$ cat config.mk
export PLATFORM = sky130hd
export DESIGN_NAME = dev_tms
export DESIGN_NICKNAME = d
export VERILOG_FILES = /design/src/hdl/msx_bus_pkg.sv /design/src/hdl/vdp_pkg.sv /design/src/hdl/dev_tms.sv /design/src/hdl/vdp_access_fsm.sv /design/src/hdl/vdp_raster_timer.sv /design/src/hdl/vdp_regs.sv /design/src/hdl/vdp_video_out.sv
export SDC_FILE = /design/constraint.sdc
export NUM_CORES = 1
export LEC_CHECK = 0
export BUFFER_PORTS_ARGS = -buffer_cell sky130_fd_sc_hd__buf_2
export CORE_AREA = 2 2 129 131
export DETAILED_ROUTE_END_ITERATION = 7
export DIE_AREA = 0 0 131 133
export GPL_TIMING_DRIVEN = 0
export HOLD_SLACK_MARGIN = 0.06
export PLACE_DENSITY = 0.6
export RECOVER_POWER = 100
export SLEW_MARGIN = 10
export SYNTH_ARGS = -nofsm -noshare
export SYNTH_HDL_FRONTEND = slang
export SYNTH_HIERARCHICAL = 1
export SYNTH_SLANG_ARGS = --single-unit
$ cat constraint.sdc
create_clock -name clk_i -period 2.5 [get_ports clk_i]
set_input_delay 0.125 -clock clk_i [delete_from_list [all_inputs] [get_ports clk_i]]
set_output_delay 0.125 -clock clk_i [all_outputs]
set_load 0.02 [all_outputs]
$ cat src/hdl/msx_bus_pkg.sv
// --------------------------------------------------
// Bus-side types shared across the computer
// CPU I/O request, I/O device descriptor and
// the video output bundle
// --------------------------------------------------
`default_nettype none

package msx_bus_pkg;

    // One CPU I/O cycle as seen by a device
    // The fields stay stable while req is high
    typedef struct packed {
        logic       req;
        logic       rd;
        logic       wr;
        logic       iorq;
        logic       m1;
        logic [7:0] addr;
        logic [7:0] data;
    } cpu_req_t;

    // Port decode and option bits for one device slot
    // A device answers when addr AND mask equals port
    typedef struct packed {
        logic       enable;
        logic [7:0] port;
        logic [7:0] mask;
        logic [7:0] param;
    } io_device_t;

    // Pixel colour and raster timing toward the scaler
    typedef struct packed {
        logic [7:0] r;
        logic [7:0] g;
        logic [7:0] b;
        logic       hs;
        logic       vs;
        logic       de;
        logic       hblank;
        logic       vblank;
    } video_out_t;

endpackage

`default_nettype wire

$ cat src/hdl/vdp_pkg.sv
// --------------------------------------------------
// VDP internal types and constants
// Access FSM states, VRAM and register requests,
// shrunk raster geometry and the colour palette
// --------------------------------------------------
`default_nettype none

package vdp_pkg;

    // Port access sequence of the CPU side
    typedef enum logic [2:0] {
        IDLE,
        EXEC,
        WAIT_SLOT,
        ACK,
        RELEASE
    } access_state_e;

    // One VRAM cycle, read when we is low
    typedef struct packed {
        logic        we;
        logic [13:0] addr;
        logic  [7:0] wdata;
    } vram_req_t;

    // One control register write
    typedef struct packed {
        logic       we;
        logic [2:0] idx;
        logic [7:0] value;
    } reg_wr_t;

    // Raster geometry shrunk for simulation, one clock per pixel
    localparam int CNT_W        = 5;
    localparam int H_TOTAL      = 32;
    localparam int H_ACTIVE     = 24;
    localparam int H_SYNC_START = 26;
    localparam int H_SYNC_LEN   = 3;
    localparam int V_ACTIVE     = 16;
    localparam int V_TOTAL_NTSC = 20;
    localparam int V_TOTAL_PAL  = 24;
    localparam int V_SYNC_LINE  = 18;

    localparam int VRAM_DEPTH   = 16384;

    // Fixed TMS9918 colours as 8-bit RGB, entry 0 is transparent
    localparam logic [23:0] PALETTE [16] = '{
        24'h000000, 24'h000000, 24'h21C842, 24'h5EDC78,
        24'h5455ED, 24'h7D76FC, 24'hD4524D, 24'h42EBF5,
        24'hFC5554, 24'hFF7978, 24'hD4C154, 24'hE6CE80,
        24'h21B03B, 24'hC95BBA, 24'hCCCCCC, 24'hFFFFFF
    };

endpackage

`default_nettype wire

$ cat src/hdl/dev_tms.sv
// --------------------------------------------------
// TMS-style VDP device
// Port decode, output gating on enable, and the
// access FSM, raster timer, registers and video
// --------------------------------------------------
`timescale 1ns/1ps
`default_nettype none

module dev_tms (
    input  wire logic                   clk_i,
    input  wire logic                   rst_n_i,
    input  wire msx_bus_pkg::cpu_req_t   cpu_i,
    input  wire msx_bus_pkg::io_device_t io_device_i,
    input  wire logic                   border_i,
    input  wire logic             [7:0] vram_rdata_i,
    output vdp_pkg::vram_req_t          vram_o,
    output logic                        vram_en_o,
    output logic                  [7:0] data_o,
    output logic                        ack_o,
    output logic                        int_o,
    output msx_bus_pkg::video_out_t     video_o
);

    import msx_bus_pkg::*;
    import vdp_pkg::*;

    logic       sel;
    logic       slot;
    logic       frame_tick;
    logic       hs;
    logic       vs;
    logic       de;
    logic       hblank;
    logic       vblank;
    logic [3:0] backdrop;
    logic [7:0] status;
    logic       status_rd;
    logic [7:0] rdata;
    logic       int_raw;
    reg_wr_t    reg_wr;
    video_out_t video_raw;

    // I/O cycle outside opcode fetch whose masked address hits our port
    assign sel = io_device_i.enable && cpu_i.iorq && !cpu_i.m1 &&
                 ((cpu_i.addr & io_device_i.mask) == io_device_i.port);

    // Bus floats high unless we are driving a read value
    assign data_o  = (sel && ack_o) ? rdata : 8'hFF;
    assign int_o   = io_device_i.enable && int_raw;
    assign video_o = io_device_i.enable ? video_raw : '0;

    vdp_access_fsm u_access (
        .clk_i(clk_i), .rst_n_i(rst_n_i),
        .req_i(cpu_i.req && sel), .rd_i(cpu_i.rd), .wr_i(cpu_i.wr),
        .mode_i(cpu_i.addr[0]), .wdata_i(cpu_i.data), .slot_i(slot),
        .vram_rdata_i(vram_rdata_i), .status_i(status), .vram_o(vram_o),
        .vram_en_o(vram_en_o), .reg_o(reg_wr), .status_rd_o(status_rd),
        .rdata_o(rdata), .ack_o(ack_o)
    );

    // Param bit 0 selects the PAL line count
    vdp_raster_timer u_timer (
        .clk_i(clk_i), .rst_n_i(rst_n_i), .pal_i(io_device_i.param[0]),
        .h_o(), .v_o(), .hs_o(hs), .vs_o(vs), .de_o(de),
        .hblank_o(hblank), .vblank_o(vblank),
        .frame_tick_o(frame_tick), .slot_o(slot)
    );

    vdp_regs u_regs (
        .clk_i(clk_i), .rst_n_i(rst_n_i), .reg_i(reg_wr),
        .status_rd_i(status_rd), .frame_tick_i(frame_tick),
        .backdrop_o(backdrop), .status_o(status), .int_o(int_raw)
    );

    vdp_video_out u_video (
        .clk_i(clk_i), .rst_n_i(rst_n_i), .backdrop_i(backdrop),
        .hs_i(hs), .vs_i(vs), .de_i(de), .hblank_i(hblank),
        .vblank_i(vblank), .border_i(border_i), .video_o(video_raw)
    );

endmodule

`default_nettype wire

$ cat src/hdl/vdp_access_fsm.sv
// --------------------------------------------------
// VDP port access state machine
// Four-phase CPU handshake with VRAM slot wait,
// VRAM address pointer, control byte toggle,
// first-byte latch and read-ahead latch
// --------------------------------------------------
`timescale 1ns/1ps
`default_nettype none

module vdp_access_fsm (
    input  wire logic         clk_i,
    input  wire logic         rst_n_i,
    input  wire logic         req_i,
    input  wire logic         rd_i,
    input  wire logic         wr_i,
    input  wire logic         mode_i,
    input  wire logic   [7:0] wdata_i,
    input  wire logic         slot_i,
    input  wire logic   [7:0] vram_rdata_i,
    input  wire logic   [7:0] status_i,
    output vdp_pkg::vram_req_t vram_o,
    output logic              vram_en_o,
    output vdp_pkg::reg_wr_t  reg_o,
    output logic              status_rd_o,
    output logic        [7:0] rdata_o,
    output logic              ack_o
);

    import vdp_pkg::*;

    access_state_e state_q;
    access_state_e state_d;
    logic   [13:0] ptr_q;
    logic          toggle_q;
    logic    [7:0] first_q;
    logic    [7:0] latch_q;
    logic          fill_q;
    logic   [13:0] new_ptr;
    logic          ctrl_wr2;
    logic          prefetch;
    logic          need_vram;
    logic          fire;

    // Second control byte completes either a register write or an address set
    assign ctrl_wr2  = mode_i && wr_i && toggle_q;
    // Address set for reading also fetches the first byte
    assign prefetch  = ctrl_wr2 && !wdata_i[7] && !wdata_i[6];
    assign new_ptr   = {wdata_i[5:0], first_q};
    // Data port always touches VRAM, control port only on prefetch
    assign need_vram = !mode_i || prefetch;
    // The access takes effect once, in the first cycle a slot is free
    assign fire      = (state_q == EXEC || state_q == WAIT_SLOT) && (!need_vram || slot_i);

    // Ack covers the wait for req to fall plus one cycle after it
    assign ack_o = (state_q == ACK) || (state_q == RELEASE);

    // Strobes toward VRAM and the register file, valid only in the fire cycle
    always_comb begin
        vram_en_o    = fire && need_vram;
        vram_o.we    = fire && !mode_i && wr_i;
        vram_o.addr  = prefetch ? new_ptr : ptr_q;
        vram_o.wdata = wdata_i;
        reg_o.we     = fire && ctrl_wr2 && wdata_i[7];
        reg_o.idx    = wdata_i[2:0];
        reg_o.value  = first_q;
        status_rd_o  = fire && mode_i && rd_i;
    end

    always_comb begin
        state_d = state_q;
        case (state_q)
            IDLE: begin
                if (req_i) begin
                    state_d = EXEC;
                end
            end
            EXEC, WAIT_SLOT: begin
                state_d = fire ? ACK : WAIT_SLOT;
            end
            // Hold ack for as long as the CPU holds req
            ACK: begin
                if (!req_i) begin
                    state_d = RELEASE;
                end
            end
            RELEASE: begin
                if (!req_i) begin
                    state_d = IDLE;
                end
            end
            default: state_d = IDLE;
        endcase
    end

    always_ff @(posedge clk_i) begin
        if (!rst_n_i) begin
            state_q  <= IDLE;
            ptr_q    <= '0;
            toggle_q <= 1'b0;
            first_q  <= '0;
            latch_q  <= '0;
            fill_q   <= 1'b0;
            rdata_o  <= 8'hFF;
        end else begin
            state_q <= state_d;
            // VRAM read data arrives one cycle after the request
            fill_q  <= vram_en_o && !vram_o.we;
            if (fill_q) begin
                latch_q <= vram_rdata_i;
            end
            if (fire) begin
                rdata_o <= 8'hFF;
                if (!mode_i) begin
                    // Data port returns the old latch, the refill follows
                    toggle_q <= 1'b0;
                    ptr_q    <= ptr_q + 14'd1;
                    if (rd_i) begin
                        rdata_o <= latch_q;
                    end
                end else if (rd_i) begin
                    rdata_o  <= status_i;
                    toggle_q <= 1'b0;
                end else if (wr_i) begin
                    if (!toggle_q) begin
                        first_q  <= wdata_i;
                        toggle_q <= 1'b1;
                    end else begin
                        toggle_q <= 1'b0;
                        if (!wdata_i[7]) begin
                            ptr_q <= prefetch ? new_ptr + 14'd1 : new_ptr;
                        end
                    end
                end
            end
        end
    end

endmodule

`default_nettype wire

$ cat src/hdl/vdp_raster_timer.sv
// --------------------------------------------------
// Raster timer
// Horizontal and line counters with sync, blank,
// display enable, frame tick and CPU VRAM slots
// --------------------------------------------------
`timescale 1ns/1ps
`default_nettype none

module vdp_raster_timer (
    input  wire logic       clk_i,
    input  wire logic       rst_n_i,
    input  wire logic       pal_i,
    output logic      [4:0] h_o,
    output logic      [4:0] v_o,
    output logic            hs_o,
    output logic            vs_o,
    output logic            de_o,
    output logic            hblank_o,
    output logic            vblank_o,
    output logic            frame_tick_o,
    output logic            slot_o
);

    import vdp_pkg::*;

    logic [CNT_W-1:0] h_q;
    logic [CNT_W-1:0] v_q;
    logic [CNT_W-1:0] v_last;

    // PAL frames carry four more lines than NTSC
    assign v_last = pal_i ? CNT_W'(V_TOTAL_PAL - 1) : CNT_W'(V_TOTAL_NTSC - 1);

    always_ff @(posedge clk_i) begin
        if (!rst_n_i) begin
            h_q <= '0;
            v_q <= '0;
        end else if (h_q == CNT_W'(H_TOTAL - 1)) begin
            h_q <= '0;
            // Also wraps if the standard changes on a line past the new end
            v_q <= (v_q >= v_last) ? '0 : v_q + 1'b1;
        end else begin
            h_q <= h_q + 1'b1;
        end
    end

    assign h_o          = h_q;
    assign v_o          = v_q;
    assign hblank_o     = h_q >= CNT_W'(H_ACTIVE);
    assign vblank_o     = v_q >= CNT_W'(V_ACTIVE);
    assign de_o         = !hblank_o && !vblank_o;
    assign hs_o         = (h_q >= CNT_W'(H_SYNC_START)) &&
                          (h_q < CNT_W'(H_SYNC_START + H_SYNC_LEN));
    assign vs_o         = v_q == CNT_W'(V_SYNC_LINE);
    // First cycle of the first blank line
    assign frame_tick_o = (h_q == '0) && (v_q == CNT_W'(V_ACTIVE));
    // One CPU slot in every four pixels
    assign slot_o       = h_q[1:0] == 2'b11;

endmodule

`default_nettype wire

$ cat src/hdl/vdp_regs.sv
// --------------------------------------------------
// VDP control registers
// Eight write-only registers, status frame flag
// and the frame interrupt
// --------------------------------------------------
`timescale 1ns/1ps
`default_nettype none

module vdp_regs (
    input  wire logic       clk_i,
    input  wire logic       rst_n_i,
    input  wire vdp_pkg::reg_wr_t reg_i,
    input  wire logic       status_rd_i,
    input  wire logic       frame_tick_i,
    output logic      [3:0] backdrop_o,
    output logic      [7:0] status_o,
    output logic            int_o
);

    logic [7:0] regs_q [8];
    logic       frame_q;

    always_ff @(posedge clk_i) begin
        if (!rst_n_i) begin
            for (int i = 0; i < 8; i++) begin
                regs_q[i] <= '0;
            end
            frame_q <= 1'b0;
        end else begin
            if (reg_i.we) begin
                regs_q[reg_i.idx] <= reg_i.value;
            end
            // A new frame wins over a status read in the same cycle
            if (frame_tick_i) begin
                frame_q <= 1'b1;
            end else if (status_rd_i) begin
                frame_q <= 1'b0;
            end
        end
    end

    // Sprite bits are not modelled and read as zero
    assign status_o   = {frame_q, 7'b0};
    // Register 1 bit 5 is the interrupt enable
    assign int_o      = frame_q && regs_q[1][5];
    // Low nibble of register 7 selects the backdrop colour
    assign backdrop_o = regs_q[7][3:0];

endmodule

`default_nettype wire

$ cat src/hdl/vdp_video_out.sv
// --------------------------------------------------
// Video output stage
// Palette lookup of the backdrop, blank gating
// and one register stage for colour and timing
// --------------------------------------------------
`timescale 1ns/1ps
`default_nettype none

module vdp_video_out (
    input  wire logic       clk_i,
    input  wire logic       rst_n_i,
    input  wire logic [3:0] backdrop_i,
    input  wire logic       hs_i,
    input  wire logic       vs_i,
    input  wire logic       de_i,
    input  wire logic       hblank_i,
    input  wire logic       vblank_i,
    input  wire logic       border_i,
    output msx_bus_pkg::video_out_t video_o
);

    import vdp_pkg::*;

    logic [23:0] rgb;

    // Black outside the active area, entry 0 when the border is forced
    always_comb begin
        if (!de_i) begin
            rgb = '0;
        end else if (border_i) begin
            rgb = PALETTE[0];
        end else begin
            rgb = PALETTE[backdrop_i];
        end
    end

    // Everything lands one cycle after the raster counters
    always_ff @(posedge clk_i) begin
        if (!rst_n_i) begin
            video_o <= '0;
        end else begin
            video_o.r      <= rgb[23:16];
            video_o.g      <= rgb[15:8];
            video_o.b      <= rgb[7:0];
            video_o.hs     <= hs_i;
            video_o.vs     <= vs_i;
            video_o.de     <= de_i;
            video_o.hblank <= hblank_i;
            video_o.vblank <= vblank_i;
        end
    end

endmodule

`default_nettype wire

# Yosys cells after proc, flatten, opt, wreduce, memory -nomap -nowiden
# Memory sizes are Yosys's and may differ from the RTL's. A register that Yosys moved wholly into a read port is not among the register bits.
# Cells that the tools add are included.
[op_classes]
n_eq_ne = 17
reduce_logical = 46
magnitude_cmp = 5
n_addsub = 4
bitwise = 6
muxes = 32
[ops]
columns = ["operator", "n"]
rows = [
  ["14-bit two-way mux", 7],
  ["8-bit two-way mux", 5],
  ["29-bit two-way mux", 1],
  ["14-bit by 1-bit adder with 14-bit output (second input constant)", 2],
  ["1-bit logical AND", 23],
  ["5-bit equality test (second input constant)", 3],
  ["5-bit >= comparator (second input constant)", 3],
  ["3-bit two-way mux", 5],
  ["1-bit two-way mux", 12],
  ["3-bit one-hot mux with 4 select lines", 1],
  ["5-bit by 1-bit adder with 5-bit output (second input constant)", 2],
  ["5-bit AND reduction", 2],
  ["8-bit AND", 1],
  ["8-bit equality test", 1],
  ["1-bit logical NOT", 8],
  ["2-bit inequality test (second input constant)", 4],
  ["8-bit OR reduction", 1],
  ["3-bit by 2-bit equality test with 1-bit output (second input constant)", 2],
  ["2-bit by 1-bit inequality test with 1-bit output (second input constant)", 3],
  ["5-bit >= comparator", 1],
  ["5-bit logical NOT", 1],
  ["5-bit less-than comparator (second input constant)", 1],
  ["5-bit two-way mux", 1],
  ["4-bit inverter with 5-bit output", 1],
  ["12 further kinds", 19],
]
[totals]
mem_count = 2
ram_bits = 64
regBits = 59
romBits = 384
inputBits = 57
[mem_list]
columns = ["memory", "depth", "word_bits", "rd", "rd_clocked_by_memory_dff", "wr", "line_no", "source"]
rows = [
  ["(no name shown)", 16, 24, 1, 1, 0, "vdp_video_out.sv:33", "rgb = PALETTE[backdrop_i];"],
  ["u_regs.regs_q", 8, 8, 2, 0, 8, "vdp_regs.sv:20", "logic [7:0] regs_q [8];"],
]

# Depth between registers and ports, before layout
# Gate-level depths: netlist of run 1.
[depth]
word_depth = 15
depth_mapped = 8
mapped_depth_nobuf = 7

# Cells and area by module
# The synthesis of run 1 kept the hierarchy.
[modules_own_cells]
columns = ["module", "area_per_inst_um2", "seq_area_each_um2", "n_inst", "cells_each"]
rows = [
  ["vdp_access_fsm", 2636.3, 860.8, 1, 310],
  ["vdp_video_out", 1345.0, 580.6, 1, 139],
  ["vdp_raster_timer", 596.8, 200.2, 1, 71],
  ["dev_tms", 432.9, 0.0, 1, 64],
  ["vdp_regs", 340.3, 170.2, 1, 34],
]

# Least setup slack after synthesis of run 1
# No wires, ideal clock.
[synth_timing]
path_kind = "flip-flop to flip-flop"
start = "register u_access.state_q[1]"
end = "memory u_regs.regs_q[7][0] (enable)"
path_buffers = 2
slack_ns = 0.293
synth_period_minus_slack_ns = 2.207
stages_incl_launch_ff = 8
arrival_ns = 1.872
t_required_ns = 2.165
path_cell_list = "dfxtp_1 clkbuf_2 xnor2_2 or3_1 clkbuf_1 nor3_1 nand3_2 o21ai_1"
[synth_rtl]
columns = ["item", "line_no", "source"]
rows = [
  ["start, declared", "vdp_access_fsm.sv:31", "access_state_e state_q;"],
  ["start signal, assigned", "vdp_access_fsm.sv:105", "state_q <= state_d;"],
  ["end, declared", "vdp_regs.sv:20", ""],
]

# Worst setup path after layout of run 1
[layout_timing]
start = "register u_access.state_q[1]"
end = "register u_access.ptr_q[11]"
[layout_via]
elab_chain_cells = 4
elab_cells_between_ends = 5
[layout_lines]
columns = ["item", "line_no", "source"]
rows = [
  ["3-bit by 1-bit equality test with 1-bit output or 3-bit by 2-bit equality test with 1-bit output (tied branches)", "vdp_access_fsm.sv:52", "assign fire = (state_q == EXEC || state_q == WAIT_SLOT) && (!need_vram || slot_i);"],
  ["1-bit logical OR *", "vdp_access_fsm.sv:52", ""],
  ["1-bit logical AND *", "vdp_access_fsm.sv:52", ""],
  ["5-bit AND reduction (no line) *", "--", ""],
  ["end signal, assigned", "vdp_access_fsm.sv:116", "ptr_q <= ptr_q + 14'd1;"],
  ["end signal, assigned", "vdp_access_fsm.sv:130", "ptr_q <= prefetch ? new_ptr + 14'd1 : new_ptr;"],
  ["end, declared", "vdp_access_fsm.sv:33", "logic [13:0] ptr_q;"],
]
# Mark *: on every way between the ends. The rest lies on a longest branch, timed or not.
# A chain may end at the register's enable or synchronous reset.

==> results of run 1 <==
## layout make-up
class                   instances  area [µm²]
plain buffers                  55         319
clock buffers                  13         250
clock inverters                 3        18.8
fillers                      1696        9750
inverters                      24        90.1
multi-input cells             456        3080
flip-flops and latches         88        1810
well taps                     220         275
repair buffers                119         577
## power groups by stage
stage / sequential (W) / clock (W) / combinational, W
2_1_floorplan: 0.00148 / 0 / 0.000231
3_3_place_gp: 0.00149 / 0 / 0.000349
3_5_place_dp: 0.00149 / 0 / 0.000348
4_1_cts: 0.00146 / 0.00130 / 0.000360
5_1_grt: 0.00146 / 0.00136 / 0.000381
6_report: 0.00146 / 0.00125 / 0.000344
## placed cells by master (no fill, tap or decap), types with 10 or more instances in the layout
cell      instances
dfxtp_1          83
clkbuf_1         73
buf_2            61
nor2_1           54
a21oi_1          46
and2_1           34
nand2_1          30
nand3_1          28
mux2i_1          26
inv_1            22
o21ai_0          20
buf_4            19
ha_1             15
xnor2_1          13
clkbuf_2         12
mux2_2           12
nand2b_1         11
a211oi_1         10
## logic make-up after synthesis
| logic type | count (synthesis) |
|---|---|
| and+or+nand+nor | 241 |
| AOI/OAI and AO/OA | 132 |
| DFF | 88 |
| buffers and inverters | 80 |
| muxes | 38 |
| xor gates and xnor gates | 22 |
| adders and majority gates | 16 |
| other | 1 |
## worst max-delay path: cells and delay by family (launching register included)
family                    cells  cell delay [ns]
and+or+nand+nor               1             0.53
DFF                           1             0.29
AOI/OAI and AO/OA             3             0.85
buffers and inverters         2             0.46
xor gates and xnor gates      1             0.22
## through the flow
step / area, µm² / cells / worst slack, ns / total power, W
after CTS: 6560 / 979 / 0.0295 / 0.00312
after floorplan: 5370 / 624 / 0.293 / 0.00172
after global placement: 6200 / 955 / -0.115 / 0.00184
final: 6420 / 978 / 0.0805 / 0.00305
after global routing: 6420 / 978 / 0.0296 / 0.00320
after detailed placement: 6200 / 955 / -0.107 / 0.00184
## path summary, 6_finish.rpt
kind | slack, ns | startpoint | end | cells after the start
worst max-delay path | 0.08 | u_access/state_q[1]$_SDFFE_PN0P_ | u_access/ptr_q[11]$_SDFFE_PN0P_ | 7
worst min-delay path | 0.09 | cpu_i[3] | u_access/first_q[3]$_SDFFE_PN0P_ | 3
worst max register to register | 0.08 | u_access/state_q[1]$_SDFFE_PN0P_ | u_access/ptr_q[11]$_SDFFE_PN0P_ | 7
worst min register to register | 0.46 | u_access/rdata_o[3]$_SDFFE_PN1N_ | u_access/rdata_o[3]$_SDFFE_PN1N_ | 1
## sequential cells by signal (all words and copies together), names as in the netlist
register / count
u_access/first_q: 8
u_access/toggle_q: 1
u_regs/frame_q: 1
u_access/latch_q: 8
u_timer/v_o: 5
u_video/video_o: 29
u_regs/regs_q: 5
u_access/ptr_q: 14
u_access/fill_q: 1
u_timer/h_o: 5
u_access/rdata_o: 8
u_access/state_q: 3
## routing by layer
metal  track usage  vias to the layer above  part of all wire
li1              -                     2442                 -
met1         0.213                     2239              0.48
met2         0.251                      159              0.45
met3        0.0372                       16             0.060
met4        0.0638                        0             0.014
met5             0                        -                 0
## repair_timing
| item | in CTS | in global routing |
|---|---|---|
| setup endpoints to repair | 4 | 10 |
| hold buffers | 8 | 0 |
| gates resized for setup | 2 | 3 |
| setup buffers | 0 | 0 |
| endpoints found under the hold margin | 8 | 0 |
==> reports/qor.csv, run 1 <==
stage;metric;value;unit
grt;initial antenna violation count;0;
sta;unrepaired setup endpoints after global routing;false;
logic_synthesis;top cells by count, synth;dfxtp_1 (83), nor2_1 (53), a21oi_1 (46);
grt;first-pass GRT wire length;21900;µm
placement;dpl hpwl;10200;µm
grt;grt total ovfl;0;
logic_synthesis;post-synthesis xor/xnor area fraction;0.0388;
sta;Period Utilization, post-route;0.968;
power_and_ir_drop;Lkg Pwr;2.41;nW
die;Die X;131;µm
logic_synthesis;Mapped Cells;618;
grt;largest net degree at the start of global routing;18;
die;Initial Util;0.331;
detailed_routing;Total Wirelength;13900;µm
worst_setup_path;Setup crit start kind;flip-flop;
sta;Final Hold Slack;0.0862;ns
sta;fmax;413;MHz
clock_network;cts bufs inserted;9;
logic_synthesis;top-count cell post-synth;dfxtp_1;
outcome;status;completed;
logic_synthesis;post-synth top area share;0.310;
clock_network;CTS tree;yes;
worst_setup_path;Worst EP required;2.77;ns
detailed_routing;via count;4856;
logic_synthesis;adder and majority gate portion of the synthesized area;0.0374;
worst_setup_path;CP max stage cell;nor2_1;
detailed_routing;Starting DRT DRC Count;365;
logic_synthesis;sequential area share after synthesis;0.339;
detailed_routing;vias per std cell;4.97;
min_path;Hold Crit Class;primary input to flip-flop;
logic_synthesis;Netlist cell types;82;
clock_network;root buffer cell;clkbuf_16;
logic_synthesis;ys flop type;dfxtp_1;
worst_setup_path;Worst EP arrival;2.69;ns
clock_network;Max Buffers Root-to-Sink;2;
grt;GRT Util Overall;0.161;
flow_run;max cap viols;0;
power_and_ir_drop;Comb pwr share;0.113;
worst_setup_path;slowest stage delay, CP;0.53;ns
sta;setup TNS;0;ns
sta;final hold violations;0;
logic_synthesis;synthesized area;0.00535;mm²
detailed_routing;Routed Antenna Nets;0;
die;die area;0.0174;mm²
logic_synthesis;fraction of synthesized area in multiplexers;0.0739;
cells_and_area;Final Util;0.397;
logic_synthesis;Post-synth ARST share;0;
detailed_routing;First-pass DRT Iterations;4;
detailed_routing;DRC errors left;0;
logic_synthesis;cell accounting for the most synthesized area;dfxtp_1;
logic_synthesis;compound-gate portion of the synthesized area;0.172;
clock_network;clock-pin slew on the worst setup and hold paths;0.06;ns
logic_synthesis;Ys Warns;6;
sta;Worst-Margin Slew;0.689;ns
die;Site Rows;47;
clock_network;Clock Latency Late Sink;0.35;ns
power_and_ir_drop;clock power share;0.409;
sta;minimum clock period;2.42;ns
sta;Worst slew margin;0.541;
cells_and_area;diodes inserted;0;
cells_and_area;Layout area overhead;20.0;%
power_and_ir_drop;cell internal pwr;0.00228;W
power_and_ir_drop;PD cells;475;mW/mm²
logic_synthesis;ranking of synthesized cells by area;dfxtp_1 (31%), mux2i_1 (4.9%), and2_1 (4.8%);
logic_synthesis;largest family of logic cells by synthesized area;simple AND/OR/NAND/NOR gates;
clock_network;CTS sink cnt;88;
worst_setup_path;critical path type;flip-flop to flip-flop;
power_and_ir_drop;maximum VDD drop;328;µV
detailed_routing;WL/cell;14.2;µm
sta;fin. max-slew vios;0;
placement;placer congestion estimate;0.880;
cells_and_area;Final Net Count;826;
logic_synthesis;simple-gate portion of the synthesized area;0.257;
cells_and_area;layout cells sized above 1;0.194;
worst_setup_path;CP Capture Type;flip-flop;
worst_setup_path;worst-path fanout max;10;
power_and_ir_drop;Sw Share;0.251;
die;Core Area;0.0162;mm²
logic_synthesis;Synth Area per Inst;8.66;µm²
placement;Port-buffer cells;111;
power_and_ir_drop;Psw;0.000765;W
die;die height;133;µm
sta;clk_skew;0.0112;ns
worst_setup_path;crit-path cells;clkbuf_2 > xnor2_2 > a2111o_1 > clkbuf_1 > nor2_1 > o21ai_1 > a31oi_1;
sta;Setup violations, final;0;
power_and_ir_drop;Seq pwr share;0.478;
die;num ports;120;
clock_network;H-tree lvl count;3;
logic_synthesis;EDFF count, synth;5;
grt;number of global-route vias before repair;4418;
logic_synthesis;#FFs+latches synth;88;
No activity file was read; power rests on OpenSTA's default activity.
==> run 2: changes to the inputs <==
==> constraint.sdc (replaced) <==
create_clock -name clk_i -period 3.1 [get_ports clk_i]
set_input_delay 0.155 -clock clk_i [delete_from_list [all_inputs] [get_ports clk_i]]
set_output_delay 0.155 -clock clk_i [all_outputs]
set_load 0.02 [all_outputs]
==> reports/qor.csv, run 2 (same netlist as run 1, synthesis figures left out) <==
stage;metric;value;unit
outcome;status;finished with violations;
outcome;failing checks;capacitance limit;
worst_setup_path;worst r2r src;u_access/state_q[1]$_SDFFE_PN0P_;
detailed_routing;vias per std cell;4.96;
cells_and_area;diodes inserted;0;
cells_and_area;layout cells sized above 1;0.170;
worst_setup_path;CP max stage cell;a2111oi_0;
clock_network;clock-pin slew on the worst setup and hold paths;0.06;ns
worst_setup_path;crit path from;u_access/state_q[1]$_SDFFE_PN0P_;
sta;clk_skew;0.0102;ns
grt;grt total ovfl;0;
sta;final hold violations;0;
clock_network;Post-CTS Setup Inserts;0;
sta;Setup violations, final;0;
placement;dpl hpwl;10200;µm
cells_and_area;biggest regs;u_video/video_o: 29 flops, u_access/ptr_q: 14 flops;
die;die area;0.0174;mm²
grt;GRT Util Overall;0.161;
detailed_routing;Total Wirelength;13900;µm
worst_setup_path;Worst path top cell family by delay;compound AO/OA/AOI/OAI gates;
worst_setup_path;crit path buf inv count;2;
clock_network;Max Buffers Root-to-Sink;2;
detailed_routing;First-pass DRT Iterations;5;
die;num ports;120;
worst_setup_path;Worst EP required;3.34;ns
die;Die X;131;µm
clock_network;CTS sink cnt;88;
power_and_ir_drop;maximum VDD drop;265;µV
grt;largest net degree at the start of global routing;18;
placement;pre-CTS WS;0.493;ns
placement;placed instance count;955;
die;Site Rows;47;
min_path;launch point of the worst hold path;vram_rdata_i[7];
cells_and_area;Non-Filler Instances;978;
detailed_routing;Starting DRT DRC Count;393;
cells_and_area;Seq. cell area;0.00181;mm²
worst_setup_path;crit-path cells;clkbuf_1 > xnor2_1 > a2111oi_0 > clkbuf_1 > o211ai_1 > a32o_1;
clock_network;post_cts resized;0;
clock_network;H-tree lvl count;3;
cells_and_area;Biggest register;u_video/video_o;
sta;unrepaired setup endpoints after global routing;false;
sta;Period Utilization, post-route;0.902;
grt;initial antenna violation count;0;
clock_network;CTS tree;yes;
clock_network;hold buffers post-CTS;7;
worst_setup_path;critical path type;flip-flop to flip-flop;
detailed_routing;Routed Antenna Nets;0;
die;die height;133;µm
sta;minimum clock period;2.80;ns
grt;first-pass GRT wire length;21900;µm
cells_and_area;multi-input logic area;0.00303;mm²
worst_setup_path;Top cell by count, worst path;clkbuf_1;
detailed_routing;DRC errors left;0;
cells_and_area;Final Net Count;826;
die;Initial Util;0.331;
sta;setup TNS;0;ns
sta;final worst slack;0.303;ns
die;Core Area;0.0162;mm²
clock_network;root buffer cell;clkbuf_16;
worst_setup_path;r2r setup slk;0.30;ns
grt;number of global-route vias before repair;4409;
flow_run;max cap viols;1;
detailed_routing;via count;4848;
clock_network;Clock Latency Late Sink;0.35;ns
sta;fin. max-slew vios;0;
cells_and_area;Layout area overhead;18.7;%
worst_setup_path;Worst EP arrival;3.03;ns
placement;placer congestion estimate;0.880;
sta;fmax;358;MHz
power_and_ir_drop;PD cells;386;mW/mm²
cells_and_area;commonest non-fill, non-tap cells in the layout;clkbuf_1 (86), dfxtp_1 (83), buf_2 (60);
sta;Worst-Margin Slew;1.47;ns
detailed_routing;WL/cell;14.2;µm
worst_setup_path;worst-path fanout max;10;
worst_setup_path;CP Capture Type;flip-flop;
cells_and_area;Largest register FFs;29;
cells_and_area;commonest non-fill, non-tap cell in the layout;clkbuf_1;
clock_network;cts bufs inserted;9;
worst_setup_path;Setup crit start kind;flip-flop;
cells_and_area;Fillers;1707;
power_and_ir_drop;Lkg Pwr;2.37;nW
sta;Worst slew margin;0.0109;
worst_setup_path;slowest stage delay, CP;1.04;ns
min_path;Hold Crit Class;primary input to flip-flop;
placement;Port-buffer cells;111;
run 2: through the flow:
step	power [W]	area, µm²	util	hold WS, ns
3_3_place_gp	0.00148	6200	0.384	0.392
2_1_floorplan	0.00138	5370	-	0.277
5_1_grt	0.00257	6350	0.393	0.105
4_1_cts	0.00251	6540	0.405	0.0656
3_5_place_dp	0.00148	6200	0.384	0.403
6_report	0.00245	6350	0.393	0.0779
run 2: cell type report:
class | count | area share
repair buffers | 118 | 0.0870
plain buffers | 56 | 0.0504
multi-input cells | 456 | 0.478
flip-flops and latches | 88 | 0.285
well taps | 220 | 0.0433
inverters | 24 | 0.0142
clock inverters | 3 | 0.00295
clock buffers | 13 | 0.0394
run 2: worst paths after layout:
kind                                                    endpoint  cells after the start
worst max-delay path              u_access/ptr_q[8]$_SDFFE_PN0P_                      6
worst min-delay path            u_access/latch_q[7]$_SDFFE_PN0P_                      3
worst max register to register    u_access/ptr_q[8]$_SDFFE_PN0P_                      6
worst min register to register  u_access/rdata_o[3]$_SDFFE_PN1N_                      1
run 2: metal layers:
metal  wire length, µm  up-vias  GRT usage
met5                 0        -          0
met4               257        0     0.0638
met3               774       22     0.0372
met2              6240      167      0.250
met1              6640     2222      0.214
li1                  -     2437          -
run 2: tightest hold or removal path, cell delays in order:
cell and delay, ns:
buf_2 0.08, mux2i_1 0.07, nor2_1 0.08
run 2: where the power goes:
group / switching, W / internal (W)
clock: 0.000442 / 0.000565
combinational: 0.000159 / 0.000113
sequential: 0.0000122 / 0.00116
==> run 3: changes to the inputs <==
--- a/config.mk
+++ b/config.mk
@@ -13,6 +13,7 @@
 export HOLD_SLACK_MARGIN = 0.06
 export PLACE_DENSITY = 0.6
 export RECOVER_POWER = 100
+export REMOVE_ABC_BUFFERS = 1
 export SLEW_MARGIN = 10
 export SYNTH_ARGS = -nofsm -noshare
 export SYNTH_HDL_FRONTEND = slang
==> reports/qor.csv, run 3 (same netlist as run 1, synthesis figures left out) <==
stage;metric;value;unit
grt;number of global-route vias before repair;4122;
detailed_routing;via count;4554;
grt;initial antenna violation count;0;
placement;dpl hpwl;8790;µm
die;die area;0.0174;mm²
detailed_routing;Total Wirelength;12600;µm
worst_setup_path;Worst EP required;3.11;ns
worst_setup_path;CP Capture Type;flip-flop;
detailed_routing;met1 wire length;6150;µm
detailed_routing;First-pass DRT Iterations;5;
power_and_ir_drop;Seq pwr share;0.483;
worst_setup_path;slowest stage delay, CP;0.65;ns
die;Initial Util;0.331;
sta;clk_skew;0.00613;ns
worst_setup_path;worst-path fanout max;20;
power_and_ir_drop;Lkg Pwr;2.18;nW
cells_and_area;Fillers;1723;
cells_and_area;Final Net Count;772;
die;Site Rows;47;
placement;Placement Cell Area;0.00588;mm²
clock_network;hold buffers post-CTS;7;
grt;first-pass GRT wire length;20200;µm
worst_setup_path;r2r setup slk;0.29;ns
cells_and_area;Seq. cell area;0.00181;mm²
placement;placed instance count;901;
worst_setup_path;critical path type;flip-flop to flip-flop;
sta;Worst-Margin Slew;1.48;ns
worst_setup_path;Setup crit start kind;flip-flop;
power_and_ir_drop;maximum VDD drop;302;µV
cells_and_area;biggest regs;u_video/video_o: 29 flops, u_access/ptr_q: 14 flops;
sta;Worst slew margin;0.0104;
detailed_routing;met3 wire len;542;µm
die;num ports;120;
detailed_routing;met2 wire len;5680;µm
detailed_routing;DR top layer;met4;
power_and_ir_drop;cell internal pwr;0.00184;W
cells_and_area;post-route cell area;0.00607;mm²
clock_network;CTS sink cnt;88;
sta;final hold violations;0;
clock_network;CTS tree;yes;
sta;minimum clock period;2.81;ns
clock_network;clock-pin slew on the worst setup and hold paths;0.06;ns
cells_and_area;Largest register FFs;29;
clock_network;cts bufs inserted;9;
cells_and_area;Non-Filler Instances;923;
clock_network;post_cts resized;0;
sta;fmax;356;MHz
clock_network;Post-CTS Setup Inserts;0;
detailed_routing;Routed Antenna Nets;0;
worst_setup_path;Worst EP arrival;2.82;ns
power_and_ir_drop;Overall Power;0.00245;W
clock_network;root buffer cell;clkbuf_16;
cells_and_area;Layout area overhead;13.4;%
worst_setup_path;CP max stage cell;or3_1;
cells_and_area;diodes inserted;0;
detailed_routing;vias per std cell;4.93;
placement;placer congestion estimate;0.823;
cells_and_area;Biggest register;u_video/video_o;
power_and_ir_drop;clock power share;0.424;
cells_and_area;commonest non-fill, non-tap cells in the layout;dfxtp_1 (83), clkbuf_1 (64), nor2_1 (53);
outcome;status;completed;
grt;GRT Util Overall;0.145;
min_path;Hold Crit Class;primary input to flip-flop;
grt;grt total ovfl;0;
detailed_routing;WL/cell;13.6;µm
placement;Port-buffer cells;112;
power_and_ir_drop;Sw Share;0.250;
cells_and_area;layout cells sized above 1;0.139;
sta;Setup violations, final;0;
die;die height;133;µm
sta;Period Utilization, post-route;0.906;
power_and_ir_drop;Psw;0.000614;W
detailed_routing;DRC errors left;0;
clock_network;H-tree lvl count;3;
sta;fin. max-slew vios;0;
flow_run;max cap viols;0;
die;Core Area;0.0162;mm²
clock_network;Clock Latency Late Sink;0.34;ns
power_and_ir_drop;Comb pwr share;0.093;
cells_and_area;Final Util;0.375;
grt;largest net degree at the start of global routing;41;
detailed_routing;Starting DRT DRC Count;315;
die;Die X;131;µm
sta;unrepaired setup endpoints after global routing;false;
worst_setup_path;crit-path cells;nand4bb_1 > a21oi_1 > or3_1 > nor3_1 > nand3_2 > o21ai_1;
cells_and_area;multi-input logic area;0.00305;mm²
power_and_ir_drop;PD cells;404;mW/mm²
cells_and_area;commonest non-fill, non-tap cell in the layout;dfxtp_1;
clock_network;Max Buffers Root-to-Sink;2;
-- run 3: layer usage --
layer / GRT usage / up-vias
met5: 0 / -
li1: - / 2338
met2: 0.226 / 105
met4: 0.0544 / 0
met1: 0.199 / 2094
met3: 0.0271 / 17
-- run 3: worst max-delay path, delay by kind of cell (launching register included) --
| family | cells | cell delay (ns) |
|---|---|---|
| flops | 1 | 0.36 |
| simple gates | 4 | 1.62 |
| compound gates | 2 | 0.49 |
-- run 3: final timing paths --
check / to / startpoint / depth (start not counted)
max: u_regs/regs_q[7][0]$_SDFFCE_PN0P_ / u_access/toggle_q$_SDFFE_PN0P_ / 6
min: u_access/latch_q[6]$_SDFFE_PN0P_ / vram_rdata_i[6] / 3
max reg2reg: u_regs/regs_q[7][0]$_SDFFCE_PN0P_ / u_access/toggle_q$_SDFFE_PN0P_ / 6
min reg2reg: u_access/rdata_o[7]$_SDFFE_PN1N_ / u_access/rdata_o[7]$_SDFFE_PN1N_ / 1
-- run 3: layout make-up --
type | instances | share of cell area
Clock buffer | 11 | 0.0418
Clock inverter | 4 | 0.00474
Inverter | 24 | 0.0148
Multi-Input combinational cell | 456 | 0.503
Sequential cell | 88 | 0.298
Tap cell | 220 | 0.0453
Timing Repair Buffer | 120 | 0.0921
-- run 3: power by group through the flow --
stage	Combinational (W)	Clock, W	Sequential, W
2_1_floorplan	0.000126	0	0.00120
3_3_place_gp	0.000233	0	0.00121
3_5_place_dp	0.000234	0	0.00121
4_1_cts	0.000242	0.00108	0.00119
5_1_grt	0.000255	0.00112	0.00119
6_report	0.000228	0.00104	0.00118
-- run 3: stage by stage --
stage | hold slack [ns] | worst slack [ns] | setup TNS [ns]
CTS | 0.0846 | 0.338 | 0
finish | 0.0792 | 0.292 | 0
global route | 0.105 | 0.140 | 0
floorplan | 0.273 | 0.742 | 0
global placement | 0.394 | -0.151 | -1.13
detailed placement | 0.403 | 0.173 | 0
